==> src/hdl/mm_pkg.sv <==
package mm_pkg;

  // Element and accumulator widths
  localparam int unsigned DATA_W = 16; // Signed X and W elements
  localparam int unsigned ACC_W  = 32; // Sums, bias, results, wrap mod 2^ACC_W

  // Dot product sign applied in the accumulate stage
  typedef enum logic {
    OP_MADD = 1'b0, // Running value plus dot
    OP_MSUB = 1'b1  // Running value minus dot
  } op_e;

  // Sequencing FSM states
  typedef enum logic [1:0] {
    IDLE   = 2'd0, // Nothing in flight, X may load
    STREAM = 2'd1, // Beat taken last cycle
    DRAIN  = 2'd2  // Waiting for pipeline to empty
  } ctrl_state_e;

  // Control fields that ride along with each weight beat
  typedef struct packed {
    logic valid; // Beat present
    logic first; // Start from bias
    logic last;  // Publish result
    op_e  op;    // Add or subtract
  } beat_t;

endpackage

==> src/hdl/mm_x_buffer.sv <==
`timescale 1ns/100ps

module mm_x_buffer #(
  parameter int unsigned HEIGHT = 4,
  parameter int unsigned WIDTH  = 4
) (
  input  logic                                         clk_i,
  input  logic                                         rst_i,
  input  logic                                         load_en_i, // From controller
  input  logic                                         x_load_i,  // One row per strobe
  input  logic [HEIGHT-1:0][mm_pkg::DATA_W-1:0]        x_row_i,
  output logic [WIDTH-1:0][HEIGHT-1:0][mm_pkg::DATA_W-1:0] x_tile_o
);
  import mm_pkg::*;

  // Pointer needs at least one bit even for a single row
  localparam int unsigned PTR_W = (WIDTH > 1) ? $clog2(WIDTH) : 1;

  logic [PTR_W-1:0]                     ptr_q;
  logic [WIDTH-1:0][HEIGHT-1:0][DATA_W-1:0] tile_q;
  logic                                 wr_en;

  assign wr_en = load_en_i & x_load_i; // Strobes outside IDLE dropped

  // Row pointer, wraps after the last row
  always_ff @(posedge clk_i) begin
    if (rst_i) begin
      ptr_q <= '0;
    end else if (wr_en) begin
      if (ptr_q == PTR_W'(WIDTH - 1))
        ptr_q <= '0;
      else
        ptr_q <= ptr_q + 1'b1;
    end
  end

  // Tile storage
  always_ff @(posedge clk_i) begin
    if (wr_en)
      tile_q[ptr_q] <= x_row_i;
  end

  assign x_tile_o = tile_q; // Static during a stream

endmodule

==> config.mk <==
export PLATFORM = sky130hd
export DESIGN_NAME = mm_x_buffer
export DESIGN_NICKNAME = d
export VERILOG_FILES = /design/src/hdl/mm_pkg.sv /design/src/hdl/mm_x_buffer.sv
export SDC_FILE = /design/constraint.sdc
export NUM_CORES = 1
export LEC_CHECK = 0
export ABC_AREA = 1
export BUFFER_PORTS_ARGS = -buffer_cell sky130_fd_sc_hd__buf_2
export CELL_PAD_IN_SITES_DETAIL_PLACEMENT = 0
export CELL_PAD_IN_SITES_GLOBAL_PLACEMENT = 1
export CORE_UTILIZATION = 30
export CTS_CLUSTER_SIZE = 8
export DETAILED_ROUTE_END_ITERATION = 6
export GPL_ROUTABILITY_DRIVEN = 0
export PLACE_DENSITY_LB_ADDON = 0.1
export SLEW_MARGIN = 20
export SYNTH_ARGS = -nofsm -noshare
export SYNTH_HDL_FRONTEND = slang
export SYNTH_SLANG_ARGS = --single-unit
export TNS_END_PERCENT = 100
==> constraint.sdc <==
create_clock -name clk_i -period 5.2 [get_ports clk_i]
set_input_delay 0.78 -clock clk_i [delete_from_list [all_inputs] [get_ports clk_i]]
set_output_delay 0.78 -clock clk_i [all_outputs]
set_load 0.05 [all_outputs]
==> results by group <==
Floorplanning
  • Chip height: 164 um
  • Row cnt: 58
  • Core area: 25500 um^2
  • Starting density of the core: 0.309
  • Die width: 164 um
  • Die ar.: 26900 um^2
  • Num ports: 324

Routing
  • DRC: 0
  • Via density per instance: 4.22
  • Mean routed wirelength per cell: 19.2 um
  • DR vias: 4190
  • ANT nets after route: 0
  • Iter 0 DRT Violations: 225
  • First-pass DRT Iterations: 4
  • Routed WL: 19000 um

Placed design
  • Dpl hpwl: 13500 um
  • Placed inst area: 10000 um^2
  • IO Port Bufs: 323

STA
  • Fmax: 457 MHz
  • Normalized max-slew margin: 0.503
  • Slew Viols, Final: 0
  • Count of final hold-check violations: 0
  • Final cycle utilization of the critical path: 0.421
  • Tightest Pin Transition: 0.745 ns
  • Total Neg Setup Slack: 0 ns
  • Final Skew: 0.00744 ns
  • Fin Hold WS: 0.501 ns
  • Unrepaired setup endpoints after global routing: false
  • Finish-stage setup viols: 0
  • Fin crit period: 2.19 ns

Layout
  • Filler instances: 2286
  • Final nets: 727
  • Total area of sequential cells: 7730 um^2
  • Post-route cell area: 11100 um^2
  • Area Growth Syn to Fin: 40.5%
  • Fin util: 0.434
  • Area of the multi-input gates: 135 um^2
  • Layout cells sized above 1: 0.575

Logic synthesis
  • Syn Nets: 355
  • Yosys warning count: 0
  • FF+latch count, synth: 258
  • Avg Cell Area, Syn: 27.8 um^2
  • Synth cell types: 9
  • Mapped cell area: 7870 um^2
  • Mapped Cells: 283
  • Sequential-to-total area share from yosys stat: 0.982

GRT
  • Total GRT Usage: 0.139
  • Grt ovf: 0
  • Largest net degree at the start of global routing: 36
  • Vias in the first global route: 4424
  • Initial antenna violation count: 3
  • First-pass GRT wire length: 27100 um

Clock tree
  • H-tree levels: 2
  • CTS tree: yes
  • Worst skew pair latency: 0.49 ns
  • # resized after CTS: 0
  • Clk slew on worst S/H paths: 0.05 ns
  • CTS Hold Buffers Added: 0
  • CTS Buf Count: 38
  • Setup Buffers After CTS: 0
  • Clk sinks: 258
  • Root buf cell: clkbuf_16
  • Clock Path Buffers: 3

Hold path
  • Hold crit path type: primary input to register

Critical path
  • Critical Path RT: 5.33 ns
  • Critical path class: register to register
  • Worst Setup Start Kind: register
  • Top fanout value on the critical path: 35
  • Worst EP arrival: 2.32 ns
  • Worst Setup End Kind: register

Run
  • Max-cap violations: 0

Power and ir drop
  • Pwr/cell area: 426 nW/um^2
  • Static Leak: 4.26 nW
  • Maximum VDD drop: 0.236 mV

Outcome
  • Status: complete, no violations
==> layer usage <==
metal	part of all wire	up-vias	routed length, um	global-route usage
met5	0.0012	-	22	0
met4	0.023	4	437	0.0518
met3	0.11	39	2050	0.0540
met2	0.50	240	9440	0.236
met1	0.37	2038	7070	0.158
li1	-	1869	-	-
==> final timing paths <==
check,start,endpoint,slack [ns],cells past startpoint
setup / recovery,ptr_q[0],x_tile_o[250],3.01,4
hold / removal,x_row_i[51],x_tile_o[51],0.50,1
setup reg to reg,ptr_q[0],x_tile_o[250],3.01,4
hold reg to reg,ptr_q[0],ptr_q[0],0.59,3
==> cells in the mapped netlist <==
master    number  area, um^2
nand2_1        4        15.0
edfxtp_1     256        7690
nor2_2         1        6.26
nor2_1         5        18.8
inv_1          7        26.3
nand3_1        2        10.0
nand2_2        2        12.5
ha_1           4        50.1
dfxtp_1        2        40.0
==> cells by family (layout without fill, tap and decap cells) <==
logic type               Yosys count  in the layout  share of synthesized area
adder cells (fa/ha/maj)            4              4                    0.00636
buffers and inverters              7            385                    0.00334
flip-flops                       258            258                      0.982
other                              0              1                          0
AND/OR/NAND/NOR                   14             14                    0.00795
==> layout by cell type, fill, tap and decap left out <==
cell type | synthesis | layout
nor2_2 | 1 | 1
clkbuf_16 | 0 | 39
edfxtp_1 | 256 | 256
ha_1 | 4 | 4
inv_2 | 0 | 1
nand2_1 | 4 | 4
dfxtp_1 | 2 | 2
inv_6 | 0 | 1
nor2_1 | 5 | 2
buf_12 | 0 | 4
buf_2 | 0 | 323
inv_1 | 7 | 6
clkbuf_1 | 0 | 5
nand2_2 | 2 | 2
clkinv_4 | 0 | 1
nand3_1 | 2 | 2
diode_2 | 0 | 1
nor2_4 | 0 | 3
buf_4 | 0 | 5
==> critical path, stage by stage, from the launching register on <==
cell and delay [ns]:
dfxtp_1 0.38, ha_1 0.17, nand3_1 0.11, inv_2 0.55, buf_4 0.55
==> registers in the layout, summed over array words and instances (netlist names) <==
register and flops:
ptr_q 2, x_tile_o 256
==> final cells by class <==
| type | instances | area share |
|---|---|---|
| clock buffers | 44 | 0.0900 |
| clock inverters | 2 | 0.00159 |
| multi-input cells | 18 | 0.0122 |
| inverters | 7 | 0.00238 |
| repair buffers | 332 | 0.157 |
| flip-flops and latches | 258 | 0.699 |
| diodes | 1 | 0.000226 |
| well taps | 330 | 0.0374 |
==> through the flow <==
stage,power [mW],std cells,setup WS (ns)
floorplan,2.56,283,1.17
CTS,4.79,989,2.64
global placement,2.66,942,2.35
detailed placement,2.66,943,2.23
global route,4.88,991,2.85
finish,4.71,992,3.01
==> report_power, final <==
part           leakage [nW]  internal [mW]  switching, mW
registers              2.34           2.35         0.0114
clock network         0.495           1.32          0.765
logic                  1.43         0.0522          0.214
(Power assumes the default switching activity.)
