$ cat src/hdl/mm_pkg.sv
package mm_pkg;

  // Element and accumulator widths
  localparam int unsigned DATA_W = 16; // Signed X and W elements
  localparam int unsigned ACC_W  = 32; // Sums, bias, results, wrap mod 2^ACC_W

  // Dot product sign applied in the accumulate stage
  typedef enum logic {
    OP_MADD = 1'b0, // Running value plus dot
    OP_MSUB = 1'b1  // Running value minus dot
  } op_e;

  // Sequencing FSM states
  typedef enum logic [1:0] {
    IDLE   = 2'd0, // Nothing in flight, X may load
    STREAM = 2'd1, // Beat taken last cycle
    DRAIN  = 2'd2  // Waiting for pipeline to empty
  } ctrl_state_e;

  // Control fields that ride along with each weight beat
  typedef struct packed {
    logic valid; // Beat present
    logic first; // Start from bias
    logic last;  // Publish result
    op_e  op;    // Add or subtract
  } beat_t;

endpackage

$ cat src/hdl/mm_accum.sv
`timescale 1ns/100ps

module mm_accum #(
  parameter int unsigned HEIGHT = 4,
  parameter int unsigned WIDTH  = 4
) (
  input  logic                                clk_i,
  input  logic                                rst_i,
  input  logic [WIDTH-1:0][mm_pkg::ACC_W-1:0] dot_i,  // One per row
  input  mm_pkg::beat_t                       beat_i, // Row 0 beat, shared timing
  input  logic [WIDTH-1:0][mm_pkg::ACC_W-1:0] bias_i, // Raw input bias
  output logic [WIDTH-1:0][mm_pkg::ACC_W-1:0] z_o,
  output logic                                z_valid_o
);
  import mm_pkg::*;

  logic [HEIGHT-1:0][WIDTH-1:0][ACC_W-1:0] bias_pipe_q; // Matches row latency
  logic [WIDTH-1:0][ACC_W-1:0]             bias_d;
  logic [WIDTH-1:0][ACC_W-1:0]             run_q;       // Running value per row
  logic [WIDTH-1:0][ACC_W-1:0]             run_nxt;
  logic [WIDTH-1:0][ACC_W-1:0]             z_q;
  logic                                    z_valid_q;

  // Bias delay, free running since only first beats use the tap
  always_ff @(posedge clk_i) begin
    bias_pipe_q[0] <= bias_i;
    for (int k = 1; k < HEIGHT; k++)
      bias_pipe_q[k] <= bias_pipe_q[k-1];
  end

  assign bias_d = bias_pipe_q[HEIGHT-1];

  // Feedback mux then add or subtract
  always_comb begin
    logic [ACC_W-1:0] base;
    for (int r = 0; r < WIDTH; r++) begin
      base = beat_i.first ? bias_d[r] : run_q[r]; // Bias on first beat
      if (beat_i.op == OP_MSUB)
        run_nxt[r] = base - dot_i[r];
      else
        run_nxt[r] = base + dot_i[r];
    end
  end

  always_ff @(posedge clk_i) begin
    if (beat_i.valid)
      run_q <= run_nxt;
    if (beat_i.valid && beat_i.last)
      z_q <= run_nxt; // Held until next publish
  end

  // One cycle publish strobe
  always_ff @(posedge clk_i) begin
    if (rst_i) begin
      z_valid_q <= 1'b0;
    end else begin
      z_valid_q <= beat_i.valid & beat_i.last;
    end
  end

  assign z_o       = z_q;
  assign z_valid_o = z_valid_q;

endmodule

$ cat config.mk
export PLATFORM = sky130hd
export DESIGN_NAME = mm_accum
export DESIGN_NICKNAME = d
export VERILOG_FILES = /design/src/hdl/mm_pkg.sv /design/src/hdl/mm_accum.sv
export SDC_FILE = /design/constraint.sdc
export NUM_CORES = 1
export LEC_CHECK = 0
export ABC_CLOCK_PERIOD_IN_PS = 5540
export BUFFER_PORTS_ARGS = -buffer_cell sky130_fd_sc_hd__buf_2
export CELL_PAD_IN_SITES_DETAIL_PLACEMENT = 1
export CELL_PAD_IN_SITES_GLOBAL_PLACEMENT = 1
export CORE_MARGIN = 3
export CORE_UTILIZATION = 30
export CTS_BUF_LIST = sky130_fd_sc_hd__clkbuf_16
export DETAILED_ROUTE_END_ITERATION = 6
export HOLD_SLACK_MARGIN = 0.1
export PLACE_DENSITY = 0.62
export SYNTH_ARGS = -nofsm -noshare
export SYNTH_HDL_FRONTEND = slang
export SYNTH_SLANG_ARGS = --single-unit
$ cat constraint.sdc
create_clock -name clk_i -period 5.54 [get_ports clk_i]
set_input_delay 0.831 -clock clk_i [delete_from_list [all_inputs] [get_ports clk_i]]
set_output_delay 0.831 -clock clk_i [all_outputs]
set_load 0.02 [all_outputs]
==> metrics.txt <==
classification of the worst setup path=in2reg; clock tree skew after final layout=about 0.024 ns; count of nets after finishing=3,063; clock-pin slew on the worst setup and hold paths=0.06 ns; Die Ht=313 um; maximum number of buffers from clock root to sink=3; number of buffers inserted to repair setup after CTS=0; Root Buffer Master=clkbuf_16; global-route wire length before repair=approximately 120,000 um; Cell variety after synth=77; area of the core=approximately 93,000 um^2; Post-Synthesis Mean Instance Area=12.8 um^2; violation count after the first detailed-routing iteration=just under 900; CP endpoint=run_q[30]; share of final-layout standard cells stronger than drive strength 1=0.255; terminus of the critical flop-to-flop path=run_q[92]; Syn Std Cell Area=about 28,000 um^2; H-tree depth=3; Buffers on Ports=390; CTS Buf Count=82; post-route fraction of the period consumed by the critical path=0.859; parity-gate share of the synthesized area counting xor and xnor cells=0.0716; number of endpoints failing setup at the final stage=0; max-slew violation total from the final report=0; leakage power of the design=14.2 nW; status=finished, final reports clean; source of the critical timing path=dot_i[5]; endpoint arrival time on the critical path=5.12 ns; total global routing overflow=0; total of flip-flops plus latches after synthesis=769; via count of the first global-routing pass=19,900; Initial Utilization=0.303; sinks on the clock net=769; top_reg_cell synth=dfxtp_1; via count=between 15,000 and 20,000; Critical Path RT=5.90 ns; combinational family with the most area after synthesis=compound AO/OA/AOI/OAI gates; Residual DRC=0; Sequential Area=18,000 um^2; kind of launch point of the worst setup path=input port; layer carrying the most global-route usage=met2; Register-to-Register Path Depth=13; die area=98,200 um^2; post-detailed-route count of antenna-violating nets=0; detailed placement HPWL=56,200 um; combined area of the multi-input logic cells=9980 um^2; leading cell type in the layout, fill and taps excluded=dfxtp_1; worst hold margin=around 0.28 ns; fraction of the mapped netlist area in simple logic gates=0.0752; time the worst path needs with I/O delays and setup=~4.8 ns; fraction of met2 tracks used by global routing=0.255; synthesized-area fraction occupied by ao, oa, aoi and oai cells=0.0935; fraction of synthesis flops using an asynchronous set or reset pin=0; Mapped Cells=~2,200; cts-stage hold buffer count=0; net count after synthesis=2,611; antenna violations before repair=12; max-capacitance violation count=0; TritonCTS clock tree=done; clock latency on the worst-skew pair=0.65 ns; crit path max fanout=6; worst slew margin relative to its limit=0.436; drt via density=4.59; reg2reg start=run_q[64]; Yosys warning total=0; final-report hold violation count=0; M1 GR Usage=0.186; Global Route met3 Usage=0.0429; Slew @ Worst Pin=0.846 ns; relative area change from synthesis to final layout=22.3%; wire length after detailed routing=74,900 um; IO Pins=391; cell area power density=486 nW/um^2; part of the Yosys area used for sequential elements=0.633; setup repair after global routing missed its margin=no; register-to-register path setup slack=1.66 ns; post-synthesis share of cell area spent on full adders, half adders and majority gates=0.0593; number of flops mapped to enable cells by yosys=256; fill count=10,100; maximum resistive drop on vdd=between 0.0002 and 0.00025 V; horizontal die dimension=313 um; kind of end point of the critical path=register; routed length per instance=18.7 um; Pre-antenna DRT Iters=4; routability-driven placement congestion ratio=0.839; post-cts repair resize count=0; share of synthesized area spent on multiplexers=0.0522; Sum Neg Setup Slack=0 ns; num rows=~110; aggregate global-route resource usage=0.150; commonest cells after routing, fill and taps aside=513 x dfxtp_1, 387 x buf_2, 256 x edfxtp_1, 193 x xnor2_1, 162 x a21oi_1; worst hold path class=in2reg; largest net degree at the start of global routing=56; timing-limited maximum frequency=approximately 0.21 GHz
==> worst max-delay path, cell delays in order <==
cell and delay (ns):
buf_2 0.12, or4_4 0.56, nor3_1 0.50, nor4b_2 0.52, nand2_1 0.18, nor2_1 0.30, a21oi_1 0.14, xnor2_1 0.14
ha_1 0.37, a21o_1 0.19, a21oi_1 0.23, o21bai_1 0.09, a21oi_1 0.15, nand2_1 0.06, a31o_2 0.24, o311ai_0 0.49
==> per-layer routing <==
layer	up-vias	routed length [um]
li1	8861	-
met3	114	4440
met2	406	35800
met4	8	1640
met1	8969	33000
met5	-	54
==> sequential cells by signal, summed over array words and instances, names as in the netlist <==
signal and flops:
z_o 128, run_q 128, bias_pipe_q 384, bias_d 128, z_valid_o 1
==> stage by stage <==
step           power (mW)  instance area (um^2)  setup slack, ns   util  instances
6_report             16.9                 34700            0.781  0.371       3999
5_1_grt              17.8                 34700            0.484  0.371       3992
4_1_cts              17.1                 34700            0.823  0.371       3992
3_5_place_dp         11.6                 31900            0.144  0.342       3839
3_3_place_gp         11.5                 31900            0.195  0.342       3839
2_1_floorplan        10.2                 28400            0.855      -       2217
==> Yosys cell counts (22+ instances only) <==
cell      count  area, um^2
dfxtp_1     513       10300
xnor2_1     193        1690
mux2_2      120        1350
a21o_1       57         428
xor2_1       37         324
clkbuf_1     40         150
a31oi_1      26         163
a21oi_1     162         811
nor2_1      145         544
inv_1        67         251
o21ai_0      59         295
nand3_1      25         125
o21bai_1     22         165
nor3_1       46         230
nand2b_1     22         138
nand2_1      66         248
edfxtp_1    256        7690
ha_1        128        1600
==> power by group <==
| group | total [mW] | leakage, nW | switching [mW] | internal, mW |
|---|---|---|---|---|
| Combinational | 4.21 | 6.02 | 2.57 | 1.64 |
| Sequential | 7.22 | 6.78 | 0.201 | 7.02 |
| Clock | 5.44 | 1.39 | 2.32 | 3.12 |
| Total | 16.9 | 14.2 | 5.09 | 11.8 |
==> how the worst min path moves through the flow <==
stage	startpoint	endpoint	slack, ns	depth (start not counted)
after floorplan	bias_pipe_q[256]	bias_d[0]	0.31	0
after global placement	bias_pipe_q[138]	bias_pipe_q[266]	0.31	0
after detailed placement	bias_pipe_q[0]	bias_pipe_q[128]	0.31	0
after CTS	bias_i[80]	bias_pipe_q[80]	0.21	1
after global routing	bias_i[80]	bias_pipe_q[80]	0.22	1
final	bias_i[80]	bias_pipe_q[80]	0.28	1
==> layout make-up <==
class / count / share of cell area
Multi-Input combinational cell: 1336 / 0.288
Sequential cell: 769 / 0.518
Tap cell: 1254 / 0.0452
Timing Repair Buffer: 413 / 0.0631
Antenna cell: 7 / 0.000505
Clock buffer: 87 / 0.0628
Clock inverter: 66 / 0.0153
Inverter: 67 / 0.00725
==> cells by family after synthesis <==
logic type / Yosys count
buf+inv: 112
simple gates: 419
compound gates: 421
flops: 769
fa+ha+maj: 132
mux: 133
xor+xnor: 231
(Power assumes the default switching activity.)
