--- src/hdl/mm_pkg.sv ---
package mm_pkg;

  // Element and accumulator widths
  localparam int unsigned DATA_W = 16; // Signed X and W elements
  localparam int unsigned ACC_W  = 32; // Sums, bias, results, wrap mod 2^ACC_W

  // Dot product sign applied in the accumulate stage
  typedef enum logic {
    OP_MADD = 1'b0, // Running value plus dot
    OP_MSUB = 1'b1  // Running value minus dot
  } op_e;

  // Sequencing FSM states
  typedef enum logic [1:0] {
    IDLE   = 2'd0, // Nothing in flight, X may load
    STREAM = 2'd1, // Beat taken last cycle
    DRAIN  = 2'd2  // Waiting for pipeline to empty
  } ctrl_state_e;

  // Control fields that ride along with each weight beat
  typedef struct packed {
    logic valid; // Beat present
    logic first; // Start from bias
    logic last;  // Publish result
    op_e  op;    // Add or subtract
  } beat_t;

endpackage

--- src/hdl/mm_mac_stage.sv ---
`timescale 1ns/100ps

module mm_mac_stage (
  input  logic                        clk_i,
  input  logic                        rst_i,
  input  logic                        en_i,   // Row clock enable
  input  logic [mm_pkg::DATA_W-1:0]   x_i,    // Operand element
  input  logic [mm_pkg::DATA_W-1:0]   w_i,    // Skewed weight element
  input  logic [mm_pkg::ACC_W-1:0]    psum_i, // From previous stage
  input  mm_pkg::beat_t               beat_i,
  output logic [mm_pkg::ACC_W-1:0]    psum_o,
  output mm_pkg::beat_t               beat_o
);
  import mm_pkg::*;

  logic signed [ACC_W-1:0] prod; // Sign extended product
  logic [ACC_W-1:0]        psum_q;
  beat_t                   beat_q;

  // Both operands signed so they extend to ACC_W before multiply
  assign prod = $signed(x_i) * $signed(w_i);

  // Beat control, valid must come up clean
  always_ff @(posedge clk_i) begin
    if (rst_i) begin
      beat_q <= '0;
    end else if (en_i) begin
      beat_q <= beat_i;
    end
  end

  // Partial sum, wraps modulo 2^ACC_W
  always_ff @(posedge clk_i) begin
    if (en_i)
      psum_q <= psum_i + prod;
  end

  assign psum_o = psum_q;
  assign beat_o = beat_q;

endmodule

--- src/hdl/mm_row.sv ---
`timescale 1ns/100ps

module mm_row #(
  parameter int unsigned HEIGHT = 4
) (
  input  logic                                  clk_i,
  input  logic                                  rst_i,
  input  logic                                  en_i,
  input  logic [HEIGHT-1:0][mm_pkg::DATA_W-1:0] x_row_i, // Static operand row
  input  logic [HEIGHT-1:0][mm_pkg::DATA_W-1:0] w_vec_i, // Shared weight vector
  input  mm_pkg::beat_t                         beat_i,
  output logic [mm_pkg::ACC_W-1:0]              dot_o,   // Dot product, H cycles later
  output mm_pkg::beat_t                         beat_o
);
  import mm_pkg::*;

  logic [HEIGHT:0][ACC_W-1:0]    psum;   // Stage k reads psum[k]
  beat_t [HEIGHT:0]              beat_c; // Beat chain
  logic [HEIGHT-1:0][DATA_W-1:0] w_skew; // Weight k delayed by k cycles

  assign psum[0]   = '0; // Chain starts from zero
  assign beat_c[0] = beat_i;

  for (genvar k = 0; k < HEIGHT; k++) begin : g_stage
    if (k == 0) begin : g_no_skew
      assign w_skew[k] = w_vec_i[k]; // First stage needs no delay
    end else begin : g_skew
      logic [k-1:0][DATA_W-1:0] sr_q; // k deep shift register

      always_ff @(posedge clk_i) begin
        if (en_i) begin
          sr_q[0] <= w_vec_i[k];
          for (int j = 1; j < k; j++)
            sr_q[j] <= sr_q[j-1];
        end
      end

      assign w_skew[k] = sr_q[k-1];
    end

    mm_mac_stage u_mac (
      .clk_i  (clk_i),
      .rst_i  (rst_i),
      .en_i   (en_i),
      .x_i    (x_row_i[k]),
      .w_i    (w_skew[k]),
      .psum_i (psum[k]),
      .beat_i (beat_c[k]),
      .psum_o (psum[k+1]),
      .beat_o (beat_c[k+1])
    );
  end

  assign dot_o  = psum[HEIGHT];
  assign beat_o = beat_c[HEIGHT];

endmodule

--- config.mk ---
export PLATFORM = sky130hd
export DESIGN_NAME = mm_row
export DESIGN_NICKNAME = d
export VERILOG_FILES = /design/src/hdl/mm_pkg.sv /design/src/hdl/mm_mac_stage.sv /design/src/hdl/mm_row.sv
export SDC_FILE = /design/constraint.sdc
export NUM_CORES = 2
export LEC_CHECK = 0
export ABC_CLOCK_PERIOD_IN_PS = 20400
export BUFFER_PORTS_ARGS = -buffer_cell sky130_fd_sc_hd__buf_2
export CAP_MARGIN = 30
export CORE_UTILIZATION = 70
export CTS_BUF_LIST = sky130_fd_sc_hd__clkbuf_2
export DETAILED_ROUTE_END_ITERATION = 8
export PLACE_DENSITY = 0.91
export SLEW_MARGIN = 20
export SYNTH_ARGS = -nofsm -noshare
export SYNTH_HDL_FRONTEND = slang
export SYNTH_SLANG_ARGS = --single-unit
--- constraint.sdc ---
create_clock -name clk_i -period 20.4 [get_ports clk_i]
set_input_delay 3.06 -clock clk_i [delete_from_list [all_inputs] [get_ports clk_i]]
set_output_delay 3.06 -clock clk_i [all_outputs]
set_load 0.005 [all_outputs]
==> out/metrics.yaml <==
yosysMostFrequentCell: "inv_1"
postSynthCellCount: 4889
grt_overflow: 0
finalMaxSlewViolations: 0
start_util_pct: 70.7
cts_buffers: 61
slew_headroom_pct: 35.1
synth_top_area_cell: "fa_1"
worstPathArrival_ns: 9.52
dp_hpwl_um: 92800
timing.rr.end: "g_stage[2].u_mac.psum_o[31]$_DFFE_PP_"
hold_buffers: 0
cts_resized: 0
drtIter0Drc: 2017
end_kind: "flip-flop"
crit_path_start: "x_row_i[47]"
synth_fa_ha_area_share_pct: 55.5
core_area_mm2: 0.0700
worstSetupPathType: "in -> reg"
grt_max_degree: 111
routed_wl_um: 113000
netlist_top_cells_area: "fa_1, edfxtp_1, inv_1"
finClkSkew_ns: 0.116
synth_edf_count: 224
avgSynthCellArea_um2: 10.1
synth-main-ff-cell: "edfxtp_1"
drtPass1Iterations: 6
fin_nets: 6635
synth-simple-area-share_pct: 12.5
wl_per_cell_um: 18.8
grt_pass1_vias: 38680
yosys_warnings: 0
synth_common_cells: "inv_1, fa_1, nand2_1"
hold_viol_final: 0
fmax_mhz: 115
netlist.area_leader.share_pct: 46.0
vias: 34021
fill_cells: 4573
regToRegStartpoint: "g_stage[2].g_skew.sr_q[18]$_DFFE_PP_"
yosys-mux-area-fraction_pct: 0.323
hp-start: "g_stage[3].g_skew.sr_q[24]$_DFFE_PP_"
ant_nets: 0
rsz0062_at_grt: "false"
grt_usage_pct: 33.6
cts_tree: "built"
postCtsSetupBuffers: 0
min_period_ns: 8.68
worstHoldPathCells: 0
worst_pin_slew_ns: 0.949
synthesis.nets: 6538
hold_path.class: "reg -> reg"
clk_pin_slew_ns: 0.11
crit_required_ns: 21.24
synthXorXnorAreaFrac_pct: 2.62
reg2reg_slack_ns: 13.29
clock_sinks: 240
cts_htree_levels: 2
synth_cell_types: 75
drive_above_1_share_pct: 5.78
grt_pass1_wl_um: 188000
yosysSeqAreaShare_pct: 14.2
fin_setup_tns_ns: 0
clockBufferDepth: 3
synth-seq-cells: 240
clock_latency_ns: 1.11
drcViolationCount: 0
post-place-ws_ns: 10.61
critPathMaxFanout: 16
gp_congestion: 0.949
rows: 97
synth-compound-area-share_pct: 3.94
io_buffers: 170
antenna_found_initial: 4
synth_top_family_by_area: "adder cells"
pin_count: 171
synthArstFlopShare_pct: 0
setup_viol: 0
r2r_cells: 21
cap_violations: 0
min_delay_worst_endpoint: "g_stage[3].g_skew.sr_q[40]$_DFFE_PP_"
syn2layout_area_growth_pct: 4.32
clockRootBuffer: "clkbuf_2"
fin_ws_ns: 11.72
status: "finished, final reports clean"
vias_per_cell: 5.69
die_x_um: 268
synthesis.area_mm2: 0.0495
start_kind: "input pin"
post-route-period-util_pct: 42.6
fp.dieH_um: 268
dieArea_mm2: 0.0718
-- placed cells by master (no fill, tap or decap), types with 15 or more instances in the layout --
cell type,n
a21o_1,40
a21oi_1,97
and2_1,492
buf_2,170
clkbuf_2,78
clkinv_1,16
dfxtp_1,16
edfxtp_1,224
fa_1,1138
ha_1,376
inv_1,1296
mux2i_1,16
nand2_1,509
nand2b_1,26
nand3_1,19
nor2_1,119
nor2b_1,15
nor3_1,19
o21a_1,17
o21ai_0,38
xnor2_1,119
xor2_1,29
-- critical path: stages --
cell       delay (ns)
buf_2            0.20
nand2_1          0.20
inv_1            0.12
fa_1             0.75
inv_1            0.11
fa_1             0.54
inv_1            0.31
fa_1             0.51
fa_1             0.50
fa_1             0.48
inv_1            0.05
fa_1             0.47
inv_1            0.04
ha_1             0.37
and3_1           0.25
nand4_1          0.14
a2111oi_0        0.68
o41a_1           0.32
o31a_1           0.16
o21ai_1          0.08
a21oi_1          0.15
a31oi_1          0.06
-- through the flow --
stage / std cells / hold WS (ns) / util [%] / area (um2)
after floorplan: 4889 / 0.400 / - / 49500
after global placement: 5862 / 0.400 / 72.9 / 51100
after detailed placement: 5862 / 0.405 / 72.9 / 51100
after CTS: 5974 / 0.420 / 73.8 / 51700
after global routing: 5980 / 0.416 / 73.8 / 51700
final: 5982 / 0.418 / 73.8 / 51700
-- worst max-delay path by stage --
| stage | endpoint | slack, ns | cells after the start |
|---|---|---|---|
| final | g_stage[2].u_mac.psum_o[31]$_DFFE_PP_ | 11.72 | 22 |
| after CTS | g_stage[2].u_mac.psum_o[31]$_DFFE_PP_ | 11.82 | 22 |
| after detailed placement | g_stage[2].u_mac.psum_o[31]$_DFFE_PP_ | 10.61 | 22 |
| after global placement | g_stage[2].u_mac.psum_o[31]$_DFFE_PP_ | 10.95 | 22 |
| after global routing | g_stage[2].u_mac.psum_o[31]$_DFFE_PP_ | 11.34 | 22 |
| after floorplan | g_stage[0].u_mac.psum_o[31]$_DFFE_PP_ | 11.48 | 22 |
-- area by class of cell --
class                           instances  area [um2]  share of cell area [%]
Sequential cell                       240        7050                    13.6
Multi-Input combinational cell       3213       37100                    71.8
Timing Repair Buffer                  174         888                    1.72
Clock buffer                           78         390                   0.755
Clock inverter                         34         214                   0.414
Inverter                             1296        4860                    9.41
Antenna cell                            7        17.5                  0.0339
Tap cell                              940        1180                    2.28
-- metal layers --
metal  routed length [um]  track usage [%]  vias up
met5                   17                0        -
met4                 6350             16.8        2
met3                 8500             5.49      536
met2                59000             61.0     1655
met1                38900             38.5    17166
li1                     -                -    14662
-- sequential cells by signal (all words and copies together), names as in the netlist --
signal,cells
g_stage.g_skew.sr_q,96
g_stage.u_mac.beat_o,16
g_stage.u_mac.psum_o,128
-- kinds of logic after synthesis --
| logic type | Yosys count |
|---|---|
| adders and majority gates | 1514 |
| buffers and inverters | 1436 |
| and+or+nand+nor | 1243 |
| AOI/OAI and AO/OA | 292 |
| DFF | 240 |
| xor gates and xnor gates | 148 |
| muxes | 16 |
Power is left out: the tool's default activity adds up to more than one toggle a clock period on the data nets, which glitch-free logic cannot reach.
