`config.mk`:
```
export PLATFORM = sky130hd
export DESIGN_NAME = mm_ctrl
export DESIGN_NICKNAME = d
export VERILOG_FILES = /design/src/hdl/mm_pkg.sv /design/src/hdl/mm_ctrl.sv
export SDC_FILE = /design/constraint.sdc
export NUM_CORES = 1
export LEC_CHECK = 0
export BUFFER_PORTS_ARGS = -buffer_cell sky130_fd_sc_hd__buf_2
export CORE_AREA = 4 4 41 43
export CTS_BUF_LIST = sky130_fd_sc_hd__clkbuf_2
export CTS_CLUSTER_DIAMETER = 40
export DETAILED_ROUTE_END_ITERATION = 10
export DIE_AREA = 0 0 45 47
export GPL_TIMING_DRIVEN = 0
export PLACE_DENSITY_LB_ADDON = 0.25
export SETUP_SLACK_MARGIN = 0.1
export SLEW_MARGIN = 15
export SYNTH_ARGS = -nofsm -noshare
export SYNTH_HDL_FRONTEND = slang
export SYNTH_SLANG_ARGS = --single-unit
```
`constraint.sdc`:
```
create_clock -name clk_i -period 2.1 [get_ports clk_i]
set_input_delay 0.21 -clock clk_i [delete_from_list [all_inputs] [get_ports clk_i]]
set_output_delay 0.21 -clock clk_i [all_outputs]
set_load 0.01 [all_outputs]
```
`src/hdl/mm_pkg.sv`:
```
package mm_pkg;

  // Element and accumulator widths
  localparam int unsigned DATA_W = 16; // Signed X and W elements
  localparam int unsigned ACC_W  = 32; // Sums, bias, results, wrap mod 2^ACC_W

  // Dot product sign applied in the accumulate stage
  typedef enum logic {
    OP_MADD = 1'b0, // Running value plus dot
    OP_MSUB = 1'b1  // Running value minus dot
  } op_e;

  // Sequencing FSM states
  typedef enum logic [1:0] {
    IDLE   = 2'd0, // Nothing in flight, X may load
    STREAM = 2'd1, // Beat taken last cycle
    DRAIN  = 2'd2  // Waiting for pipeline to empty
  } ctrl_state_e;

  // Control fields that ride along with each weight beat
  typedef struct packed {
    logic valid; // Beat present
    logic first; // Start from bias
    logic last;  // Publish result
    op_e  op;    // Add or subtract
  } beat_t;

endpackage

```
`src/hdl/mm_ctrl.sv`:
```
`timescale 1ns/100ps

module mm_ctrl #(
  parameter int unsigned HEIGHT = 4,
  parameter int unsigned WIDTH  = 4
) (
  input  logic             clk_i,
  input  logic             rst_i,
  input  logic             w_valid_i,   // New beat entering rows
  input  logic             done_i,      // Beat reaching accumulate stage
  output logic             x_load_en_o,
  output logic [WIDTH-1:0] row_en_o,
  output logic             busy_o
);
  import mm_pkg::*;

  // Up to HEIGHT+1 beats in flight
  localparam int unsigned CNT_W = $clog2(HEIGHT + 2);

  ctrl_state_e      state_q;
  ctrl_state_e      state_nxt;
  logic [CNT_W-1:0] cnt_q;
  logic [CNT_W-1:0] cnt_nxt;
  logic             active;

  // In-flight bookkeeping
  assign cnt_nxt = cnt_q + CNT_W'(w_valid_i) - CNT_W'(done_i);

  always_comb begin
    state_nxt = state_q;
    case (state_q)
      IDLE: begin
        if (w_valid_i)
          state_nxt = STREAM;
      end
      STREAM: begin
        if (!w_valid_i)
          state_nxt = (cnt_nxt == '0) ? IDLE : DRAIN; // Short pipes may empty at once
      end
      DRAIN: begin
        if (w_valid_i)
          state_nxt = STREAM; // Stream resumes
        else if (cnt_nxt == '0)
          state_nxt = IDLE;
      end
      default: state_nxt = IDLE;
    endcase
  end

  always_ff @(posedge clk_i) begin
    if (rst_i) begin
      state_q <= IDLE;
      cnt_q   <= '0;
    end else begin
      state_q <= state_nxt;
      cnt_q   <= cnt_nxt;
    end
  end

  // Rows advance on the incoming beat and while anything is inside
  assign active   = w_valid_i | (cnt_q != '0);
  assign row_en_o = {WIDTH{active}};
  assign busy_o   = (cnt_q != '0);

  // No X write on the edge that takes a first beat
  assign x_load_en_o = (state_q == IDLE) & ~w_valid_i;

endmodule

```
==> results of run 1 <==
==> how the worst min path moves through the flow <==
stage,to,slack [ns],cells past startpoint
2_1_floorplan,cnt_q[1]$_SDFF_PP0_,0.28,1
3_3_place_gp,cnt_q[1]$_SDFF_PP0_,0.44,2
3_5_place_dp,cnt_q[1]$_SDFF_PP0_,0.45,2
4_1_cts,cnt_q[1]$_SDFF_PP0_,0.20,2
5_1_grt,cnt_q[0]$_SDFF_PP0_,0.20,2
6_report,cnt_q[1]$_SDFF_PP0_,0.21,2
==> power by group <==
group / internal [mW] / leakage, nW / switching (mW) / total, mW
logic: 0.158 / 0.128 / 0.0967 / 0.255
registers: 0.117 / 0.0417 / 0.0179 / 0.135
clock network: 0.0503 / 0.0166 / 0.0390 / 0.0894
total: 0.326 / 0.186 / 0.154 / 0.480
==> state kept, by name, summed over array words and instances (netlist names) <==
| register | count |
|---|---|
| cnt_q | 3 |
| state_q | 2 |
==> placed cells by master (no fill, tap or decap), drive strengths merged <==
master and instances:
or3 1, clkbuf 4, inv 4, nor2 2
dfxtp 5, nor2b 2, fa 1, nor3 1
a211oi 1, xnor2 1, buf 14, ha 2
xnor3 1, a2111oi 1, nand2b 1
==> area by class of cell <==
cell class | count | share of cell area (%)
repair buffers | 10 | 13.2
plain buffers | 4 | 7.55
multi-input cells | 14 | 40.3
clock buffers | 4 | 5.03
inverters | 4 | 3.77
well taps | 15 | 4.72
flip-flops and latches | 5 | 25.5
==> metal layers <==
metal	wire [um]	share of wire, %	GRT usage [%]
met5	0	0	0
met3	70	14	4.21
met4	21	4.2	8.77
met2	211	42	9.04
met1	200	40	5.96
==> timing repair <==
action / CTS / global route
hold endpoints to repair: 0 / 0
gates resized for setup: 0 / 7
pin swaps: 1 / 3
endpoints found under the setup margin: 1 / 1
setup buffers: 0 / 1
==> critical path, delay by kind of cell, from the launching register on <==
kind | cells | cell delay, ns
buffers and inverters | 3 | 0.13
adder cells (fa/ha/maj) | 3 | 0.86
AND/OR/NAND/NOR | 1 | 0.15
AO/OA/AOI/OAI | 1 | 0.32
flip-flops | 1 | 0.33
==> kinds of logic (layout without fill, tap and decap cells) <==
group                    after synthesis  after routing  synth area share [%]
buffers and inverters                  8             22                  15.9
AND/OR/NAND/NOR                        7              7                  13.7
flip-flops                             5              5                  35.4
adder cells (fa/ha/maj)                3              3                  15.9
AO/OA/AOI/OAI                          2              2                  7.96
XOR/XNOR                               2              2                  11.1
==> per-stage QoR <==
step	instances	setup slack [ns]	total power, mW	hold slack (ns)
5_1_grt	56	0.113	0.529	0.203
4_1_cts	55	0.195	0.441	0.202
3_3_place_gp	51	0.0604	0.340	0.441
3_5_place_dp	51	0.0366	0.346	0.448
6_report	56	0.210	0.480	0.214
2_1_floorplan	27	0.141	0.287	0.277
==> impl_metrics.env, run 1 <==
export IMPL_outcome="complete, no violations"
export IMPL_die_area_um2=2120
export IMPL_grt_pass1_vias=234
export IMPL_root_buffer="clkbuf_2"
export IMPL_port_buffers=9
export IMPL_yosys_cell_count_top_type="dfxtp_1"
export IMPL_endpoint_kind="flip-flop"
export IMPL_reg2regPathDepth=8
export IMPL_clk_latency_ns=0.22
export IMPL_cts_sinks=5
export IMPL_crit_fanout=2
export IMPL_gr_usage_all_layers_pct=6.66
export IMPL_postPlaceCellArea_um2=347
export IMPL_initial_core_util_pct=21.7
export IMPL_dp_hpwl_um=418
export IMPL_finalNetCount=49
export IMPL_rsz0062_at_grt="false"
export IMPL_endpoint="state_q[1]$_SDFFE_PP0P_"
export IMPL_area_delta_synth_final_pct=40.7
export IMPL_synth_edf_count=0
export IMPL_dieHeight_um=47
export IMPL_ys_seq_area_share_pct=35.4
export IMPL_stdcell_area_um2=398
export IMPL_hold_path_class="in2reg"
export IMPL_grt_ovfl_total=0
export IMPL_antenna_found_initial=0
export IMPL_holdBufCountCts=0
export IMPL_finish_utilization_pct=30.6
export IMPL_yosysTopAreaCellShare_pct=35.4
export IMPL_min_from="rst_i"
export IMPL_grt_pass1_wl_um=897
export IMPL_antennaDiodeCount=0
export IMPL_syn_area_um2=283
export IMPL_synth_top_cells_by_count="5 x dfxtp_1, 4 x buf_4, 4 x inv_1"
export IMPL_r2r_start="cnt_q[0]$_SDFF_PP0_"
export IMPL_route_detailed_wl_per_inst_um=9.00
export IMPL_place_congestion=0.660
export IMPL_setup_violations=0
export IMPL_synth_main_ff_cell="dfxtp_1"
export IMPL_cp_startpoint="cnt_q[0]$_SDFF_PP0_"
export IMPL_critPathSlowestCell="fa_1"
export IMPL_cap_violations=0
export IMPL_clockBufferDepth=2
export IMPL_drv_slew=0
export IMPL_h_tree_depth=1
export IMPL_ff_latch_area_um2=101
export IMPL_multi_input_area_um2=160
export IMPL_required_ns=2.22
export IMPL_antenna_left=0
export IMPL_core_area_um2=1300
export IMPL_synth_seq_cells=5
export IMPL_dr_pass1_iters=1
export IMPL_cts_buffers=3
export IMPL_via_count=217
export IMPL_timing_reg2reg_setup_slack_ns=0.21
export IMPL_slew_headroom_pct=83.9
export IMPL_cpMostUsedCell="inv_2"
export IMPL_cp_cell_sequence="inv_2, ha_4, inv_1, ha_2, inv_2, fa_1, nor2b_4, a2111oi_2"
export IMPL_row_count=13
export IMPL_timing_final_crit_share_pct=90.0
export IMPL_drc=0
export IMPL_post_drt_via_cell_ratio=3.88
export IMPL_worst_setup_path_start_kind="flip-flop"
export IMPL_yosysWarnings=0
export IMPL_max_freq_mhz=529
export IMPL_netlist_instances=27
export IMPL_ys_top_cells_by_area="dfxtp_1 35%, buf_4 11%, ha_1 8.8%"
export IMPL_syn_mean_instance_area_um2=10.5
export IMPL_critical_path_max_stage_delay_ns=0.48
export IMPL_fin_tns_setup_ns=0
export IMPL_worst_slew_pin_slew_ns=0.241
export IMPL_synthArstFlopShare_pct=0
export IMPL_r2r_end="state_q[1]$_SDFFE_PP0P_"
export IMPL_period_needed_ns=1.89
export IMPL_cts_tree="yes"
export IMPL_hold_violations=0
export IMPL_critPathKind="reg2reg"
export IMPL_ir_drop_v=0.000303
export IMPL_drive_above_1_share_pct=63.4
export IMPL_drt_iter0_drc=0
export IMPL_synth_nets=34
export IMPL_synth_area_leader_cell="dfxtp_1"
export IMPL_powerDensity_nw_per_um2=1210
export IMPL_fillers=152
export IMPL_ys_types=14
export IMPL_finalWirelength_um=504
export IMPL_path_clk_slew_ns=0.05
export IMPL_leakagePower_nw=0.186
export IMPL_worst_clock_skew_ns=0.000931
export IMPL_cp_arrival_ns=2.01
export IMPL_grt_start_max_net_pins=6
export IMPL_io_pins=10
export IMPL_die_x_um=45
Note: power is estimated with default switching activity, not from simulation.
==> run 2: changes to the inputs <==
--- a/config.mk
+++ b/config.mk
@@ -13,6 +13,7 @@
 export DIE_AREA = 0 0 45 47
 export GPL_TIMING_DRIVEN = 0
 export PLACE_DENSITY_LB_ADDON = 0.25
+export REMOVE_ABC_BUFFERS = 1
 export SETUP_SLACK_MARGIN = 0.1
 export SLEW_MARGIN = 15
 export SYNTH_ARGS = -nofsm -noshare
==> run 2 against run 1 <==
  * Sequential power barely moved
  * Fmax shrank 1.5%
  * Setup slack lost 0.029 ns
  * Routed wire length increased by 6.3%
  * Via count down 5.1%
  * Largest power group unchanged
==> impl_metrics.env, run 2 (synthesis gave the netlist of run 1 again) <==
export IMPL_finalWirelength_um=536
export IMPL_cap_violations=0
export IMPL_h_tree_depth=1
export IMPL_hold_violations=0
export IMPL_layout_common_cells="9 x buf_2, 4 x clkbuf_2, 4 x dfxtp_1"
export IMPL_dp_hpwl_um=403
export IMPL_drt_iter0_drc=0
export IMPL_grt_pass1_vias=205
export IMPL_max_flop_register="cnt_q"
export IMPL_crit_fanout=2
export IMPL_drv_slew=0
export IMPL_cts_buffers=3
export IMPL_core_area_um2=1300
export IMPL_setup_violations=0
export IMPL_clk_latency_ns=0.21
export IMPL_dr_pass1_iters=1
export IMPL_die_area_um2=2120
export IMPL_worst_setup_path_start_kind="flip-flop"
export IMPL_die_x_um=45
export IMPL_drc=0
export IMPL_initial_core_util_pct=21.7
export IMPL_cp_num_buf_inv=3
export IMPL_antennaDiodeCount=0
export IMPL_critPathSlowestCell="fa_1"
export IMPL_largest_reg_flops=3
export IMPL_ir_drop_v=0.000312
export IMPL_fin_tns_setup_ns=0
export IMPL_timing_final_crit_share_pct=91.4
export IMPL_hold_path_class="in2reg"
export IMPL_cts_sinks=5
export IMPL_path_clk_slew_ns=0.06
export IMPL_final_common_cell="buf_2"
export IMPL_required_ns=2.21
export IMPL_worst_clock_skew_ns=0.00690
export IMPL_row_count=13
export IMPL_root_buffer="clkbuf_2"
export IMPL_power_total_mw=0.449
export IMPL_cts_tree="yes"
export IMPL_rsz0062_at_grt="false"
export IMPL_drive_above_1_share_pct=59.5
export IMPL_endpoint_kind="flip-flop"
export IMPL_dieHeight_um=47
export IMPL_outcome="complete, no violations"
export IMPL_grt_ovfl_total=0
export IMPL_slew_headroom_pct=80.9
export IMPL_hold_ws_ns=0.229
export IMPL_via_count=206
export IMPL_powerDensity_nw_per_um2=1180
export IMPL_grt_pass1_wl_um=772
export IMPL_crit_family="adder cells"
export IMPL_cp_cell_sequence="inv_2, ha_4, inv_1, ha_2, inv_2, fa_1, nor2b_4, a2111oi_4"
export IMPL_leakagePower_nw=0.169
export IMPL_gr_usage_all_layers_pct=5.48
export IMPL_cp_arrival_ns=2.03
export IMPL_area_delta_synth_final_pct=34.5
export IMPL_stdcell_area_um2=380
export IMPL_critical_path_max_stage_delay_ns=0.48
export IMPL_reg_top3="cnt_q x3, state_q x2"
export IMPL_max_freq_mhz=521
export IMPL_finalNetCount=45
export IMPL_clockBufferDepth=2
export IMPL_port_buffers=9
export IMPL_antenna_left=0
export IMPL_post_drt_via_cell_ratio=3.96
export IMPL_place_congestion=0.711
export IMPL_antenna_found_initial=0
export IMPL_io_pins=10
export IMPL_critPathKind="reg2reg"
export IMPL_cpMostUsedCell="inv_2"
export IMPL_worst_slew_pin_slew_ns=0.285
export IMPL_period_needed_ns=1.92
export IMPL_holdBufCountCts=0
export IMPL_grt_start_max_net_pins=6
export IMPL_route_detailed_wl_per_inst_um=10.3
export IMPL_postPlaceCellArea_um2=317
==> run 2: power breakdown <==
part           total (mW)  internal [mW]  switching, mW
Clock              0.0887         0.0504         0.0382
Sequential          0.133          0.117         0.0157
Combinational       0.227          0.124          0.103
==> run 2: per-layer routing <==
layer / share of wire, % / GRT usage (%) / vias to the layer above
li1: - / - / 103
met1: 41 / 6.00 / 93
met2: 50 / 7.91 / 10
met3: 8.2 / 4.60 / 0
met4: 0 / 1.75 / 0
met5: 0 / 0 / -
==> run 2: timing repair <==
action | CTS | global route
buffers inserted | 0 | 1
endpoints found under the setup margin | 1 | 1
gates resized for setup | 0 | 8
pin swaps | 1 | 3
==> run 2: final cells by class <==
| type | count | area (um2) |
|---|---|---|
| Tap cell | 15 | 18.8 |
| Fill cell | 149 | 921 |
| Multi-Input combinational cell | 14 | 173 |
| Inverter | 4 | 15.0 |
| Clock buffer | 4 | 20.0 |
| Sequential cell | 5 | 101 |
| Timing Repair Buffer | 10 | 52.6 |
==> run 2: final timing paths <==
| check | from | cells after the start | slack (ns) | to |
|---|---|---|---|---|
| max | cnt_q[0]$_SDFF_PP0_ | 8 | 0.18 | state_q[1]$_SDFFE_PP0P_ |
| max reg2reg | cnt_q[0]$_SDFF_PP0_ | 8 | 0.18 | state_q[1]$_SDFFE_PP0P_ |
| min | rst_i | 2 | 0.23 | cnt_q[1]$_SDFF_PP0_ |
| min reg2reg | state_q[1]$_SDFFE_PP0P_ | 1 | 0.50 | state_q[0]$_SDFFE_PP0P_ |
==> run 2: per-stage QoR <==
step           util [%]  cells  setup WS, ns
2_1_floorplan         -     23         0.141
3_3_place_gp       24.3     47        0.0469
3_5_place_dp       24.3     47        0.0101
4_1_cts            25.9     51         0.150
5_1_grt            29.2     52        0.0871
6_report           29.2     52         0.181
==> run 3: changes to the inputs <==
==> constraint.sdc (replaced) <==
create_clock -name clk_i -period 2.34 [get_ports clk_i]
set_input_delay 0.234 -clock clk_i [delete_from_list [all_inputs] [get_ports clk_i]]
set_output_delay 0.234 -clock clk_i [all_outputs]
set_load 0.01 [all_outputs]
==> run 3 against run 2 <==
  * Worst hold slack better by 0.016 ns
  * Clock power is 11% lower
  * Critical path depth stayed put
  * Combinational power is 30% lower
  * Largest power group unchanged
  * Register-to-register slack better by 0.24 ns
  * Clock skew fell by 0.0015 ns
  * Count of clock-buffer cells in the layout unchanged
  * First-iteration DRC count is 4 higher
  * Setup slack better by 0.24 ns
==> impl_metrics.env, run 3 (synthesis gave the netlist of run 1 again) <==
export IMPL_area_delta_synth_final_pct=19.0
export IMPL_dieHeight_um=47
export IMPL_worst_clock_skew_ns=0.00541
export IMPL_stdcell_area_um2=337
export IMPL_p_int_mw=0.235
export IMPL_cts_tree="yes"
export IMPL_largest_reg_flops=3
export IMPL_ff_latch_area_um2=100
export IMPL_max_flop_register="cnt_q"
export IMPL_grt_pass1_vias=210
export IMPL_cp_arrival_ns=2.02
export IMPL_fin_tns_setup_ns=0
export IMPL_period_needed_ns=1.92
export IMPL_critPathKind="reg2reg"
export IMPL_gr_usage_all_layers_pct=5.56
export IMPL_die_area_um2=2120
export IMPL_cts_sinks=5
export IMPL_antenna_found_initial=0
export IMPL_postPlaceCellArea_um2=317
export IMPL_cts_buffers=3
export IMPL_seqPwrFrac_pct=33.3
export IMPL_drt_iter0_drc=4
export IMPL_layout_common_cells="9 x buf_2, 5 x dfxtp_1, 4 x inv_1, 4 x clkbuf_2"
export IMPL_ctsResizeCount=0
export IMPL_required_ns=2.44
export IMPL_multi_input_area_um2=138
export IMPL_holdBufCountCts=0
export IMPL_rsz0062_at_grt="false"
export IMPL_io_pins=10
export IMPL_port_buffers=9
export IMPL_clk_latency_ns=0.21
export IMPL_drc=0
export IMPL_crit_fanout=2
export IMPL_drive_above_1_share_pct=41.7
export IMPL_max_freq_mhz=520
export IMPL_final_common_cell="buf_2"
export IMPL_ir_drop_v=0.000297
export IMPL_setup_violations=0
export IMPL_reg_top3="cnt_q x3, state_q x2"
export IMPL_worst_slew_pin_slew_ns=0.263
export IMPL_antennaDiodeCount=0
export IMPL_worst_setup_path_start_kind="flip-flop"
export IMPL_place_congestion=0.711
export IMPL_outcome="complete, no violations"
export IMPL_antenna_left=0
export IMPL_timing_final_crit_share_pct=82.1
export IMPL_finalNetCount=44
export IMPL_dp_hpwl_um=403
export IMPL_finalWirelength_um=462
export IMPL_row_count=13
export IMPL_grt_ovfl_total=0
export IMPL_post_drt_via_cell_ratio=3.80
export IMPL_post_cts_setup_buffers=0
export IMPL_powerDensity_nw_per_um2=1060
export IMPL_core_area_um2=1300
export IMPL_drv_slew=0
export IMPL_dr_pass1_iters=2
export IMPL_via_count=194
export IMPL_clkPwrFrac_pct=22.1
export IMPL_grt_pass1_wl_um=786
export IMPL_clockBufferDepth=2
export IMPL_layoutNonFillerInstCount=51
export IMPL_hold_path_class="in2reg"
export IMPL_cap_violations=0
export IMPL_switching_power_mw=0.120
export IMPL_initial_core_util_pct=21.7
export IMPL_root_buffer="clkbuf_2"
export IMPL_endpoint_kind="flip-flop"
export IMPL_h_tree_depth=1
export IMPL_slew_headroom_pct=82.4
export IMPL_fillers=151
export IMPL_swShare_pct=33.8
export IMPL_leakagePower_nw=0.160
export IMPL_path_clk_slew_ns=0.06
export IMPL_grt_start_max_net_pins=6
export IMPL_dp_cells=47
export IMPL_route_detailed_wl_per_inst_um=9.06
export IMPL_hold_violations=0
export IMPL_share_comb_of_total_power_pct=44.6
export IMPL_die_x_um=45
run 3: through the flow:
step	setup WS (ns)	utilization (%)	total power, mW	hold WS [ns]
after floorplan	0.381	-	0.230	0.301
after detailed placement	0.250	24.3	0.283	0.470
after CTS	0.228	25.9	0.365	0.229
final	0.418	25.9	0.355	0.245
after global placement	0.279	24.3	0.280	0.468
after global routing	0.281	25.9	0.390	0.228
run 3: path summary, 6_finish.rpt:
| kind | startpoint | endpoint | slack, ns | cells past startpoint |
|---|---|---|---|---|
| worst max-delay path | cnt_q[0]$_SDFF_PP0_ | state_q[1]$_SDFFE_PP0P_ | 0.42 | 8 |
| worst min-delay path | rst_i | cnt_q[1]$_SDFF_PP0_ | 0.24 | 2 |
| worst min register to register | state_q[1]$_SDFFE_PP0P_ | state_q[0]$_SDFFE_PP0P_ | 0.51 | 1 |
| worst max register to register | cnt_q[0]$_SDFF_PP0_ | state_q[1]$_SDFFE_PP0P_ | 0.42 | 8 |
run 3: cell type report:
type                       count  area share (%)
inverter                       4            4.46
clock buffer                   4            5.95
tap                           15            5.58
sequential                     5            29.7
timing repair buffer           9            13.4
multi-input combinational     14            40.9
run 3: power by group through the flow:
| stage | Combinational, mW | Clock [mW] | Sequential (mW) |
|---|---|---|---|
| final | 0.159 | 0.0785 | 0.118 |
| after global routing | 0.176 | 0.0916 | 0.122 |
| after CTS | 0.161 | 0.0831 | 0.120 |
| after detailed placement | 0.161 | 0 | 0.122 |
| after global placement | 0.159 | 0 | 0.121 |
| after floorplan | 0.112 | 0 | 0.118 |
run 3: layer usage:
metal / track usage [%] / part of all wire [%] / vias up
li1: - / - / 102
met5: 0 / 0 / -
met3: 4.60 / 11 / 0
met4: 1.75 / 0 / 0
met2: 7.91 / 40 / 10
met1: 6.24 / 49 / 82
run 3: critical path: stages (launching register included):
cell and delay, ns:
dfxtp_1 0.32, inv_1 0.05, ha_1 0.26, inv_1 0.06
ha_1 0.13, inv_1 0.04, fa_1 0.37, xnor3_1 0.22
a2111oi_2 0.36
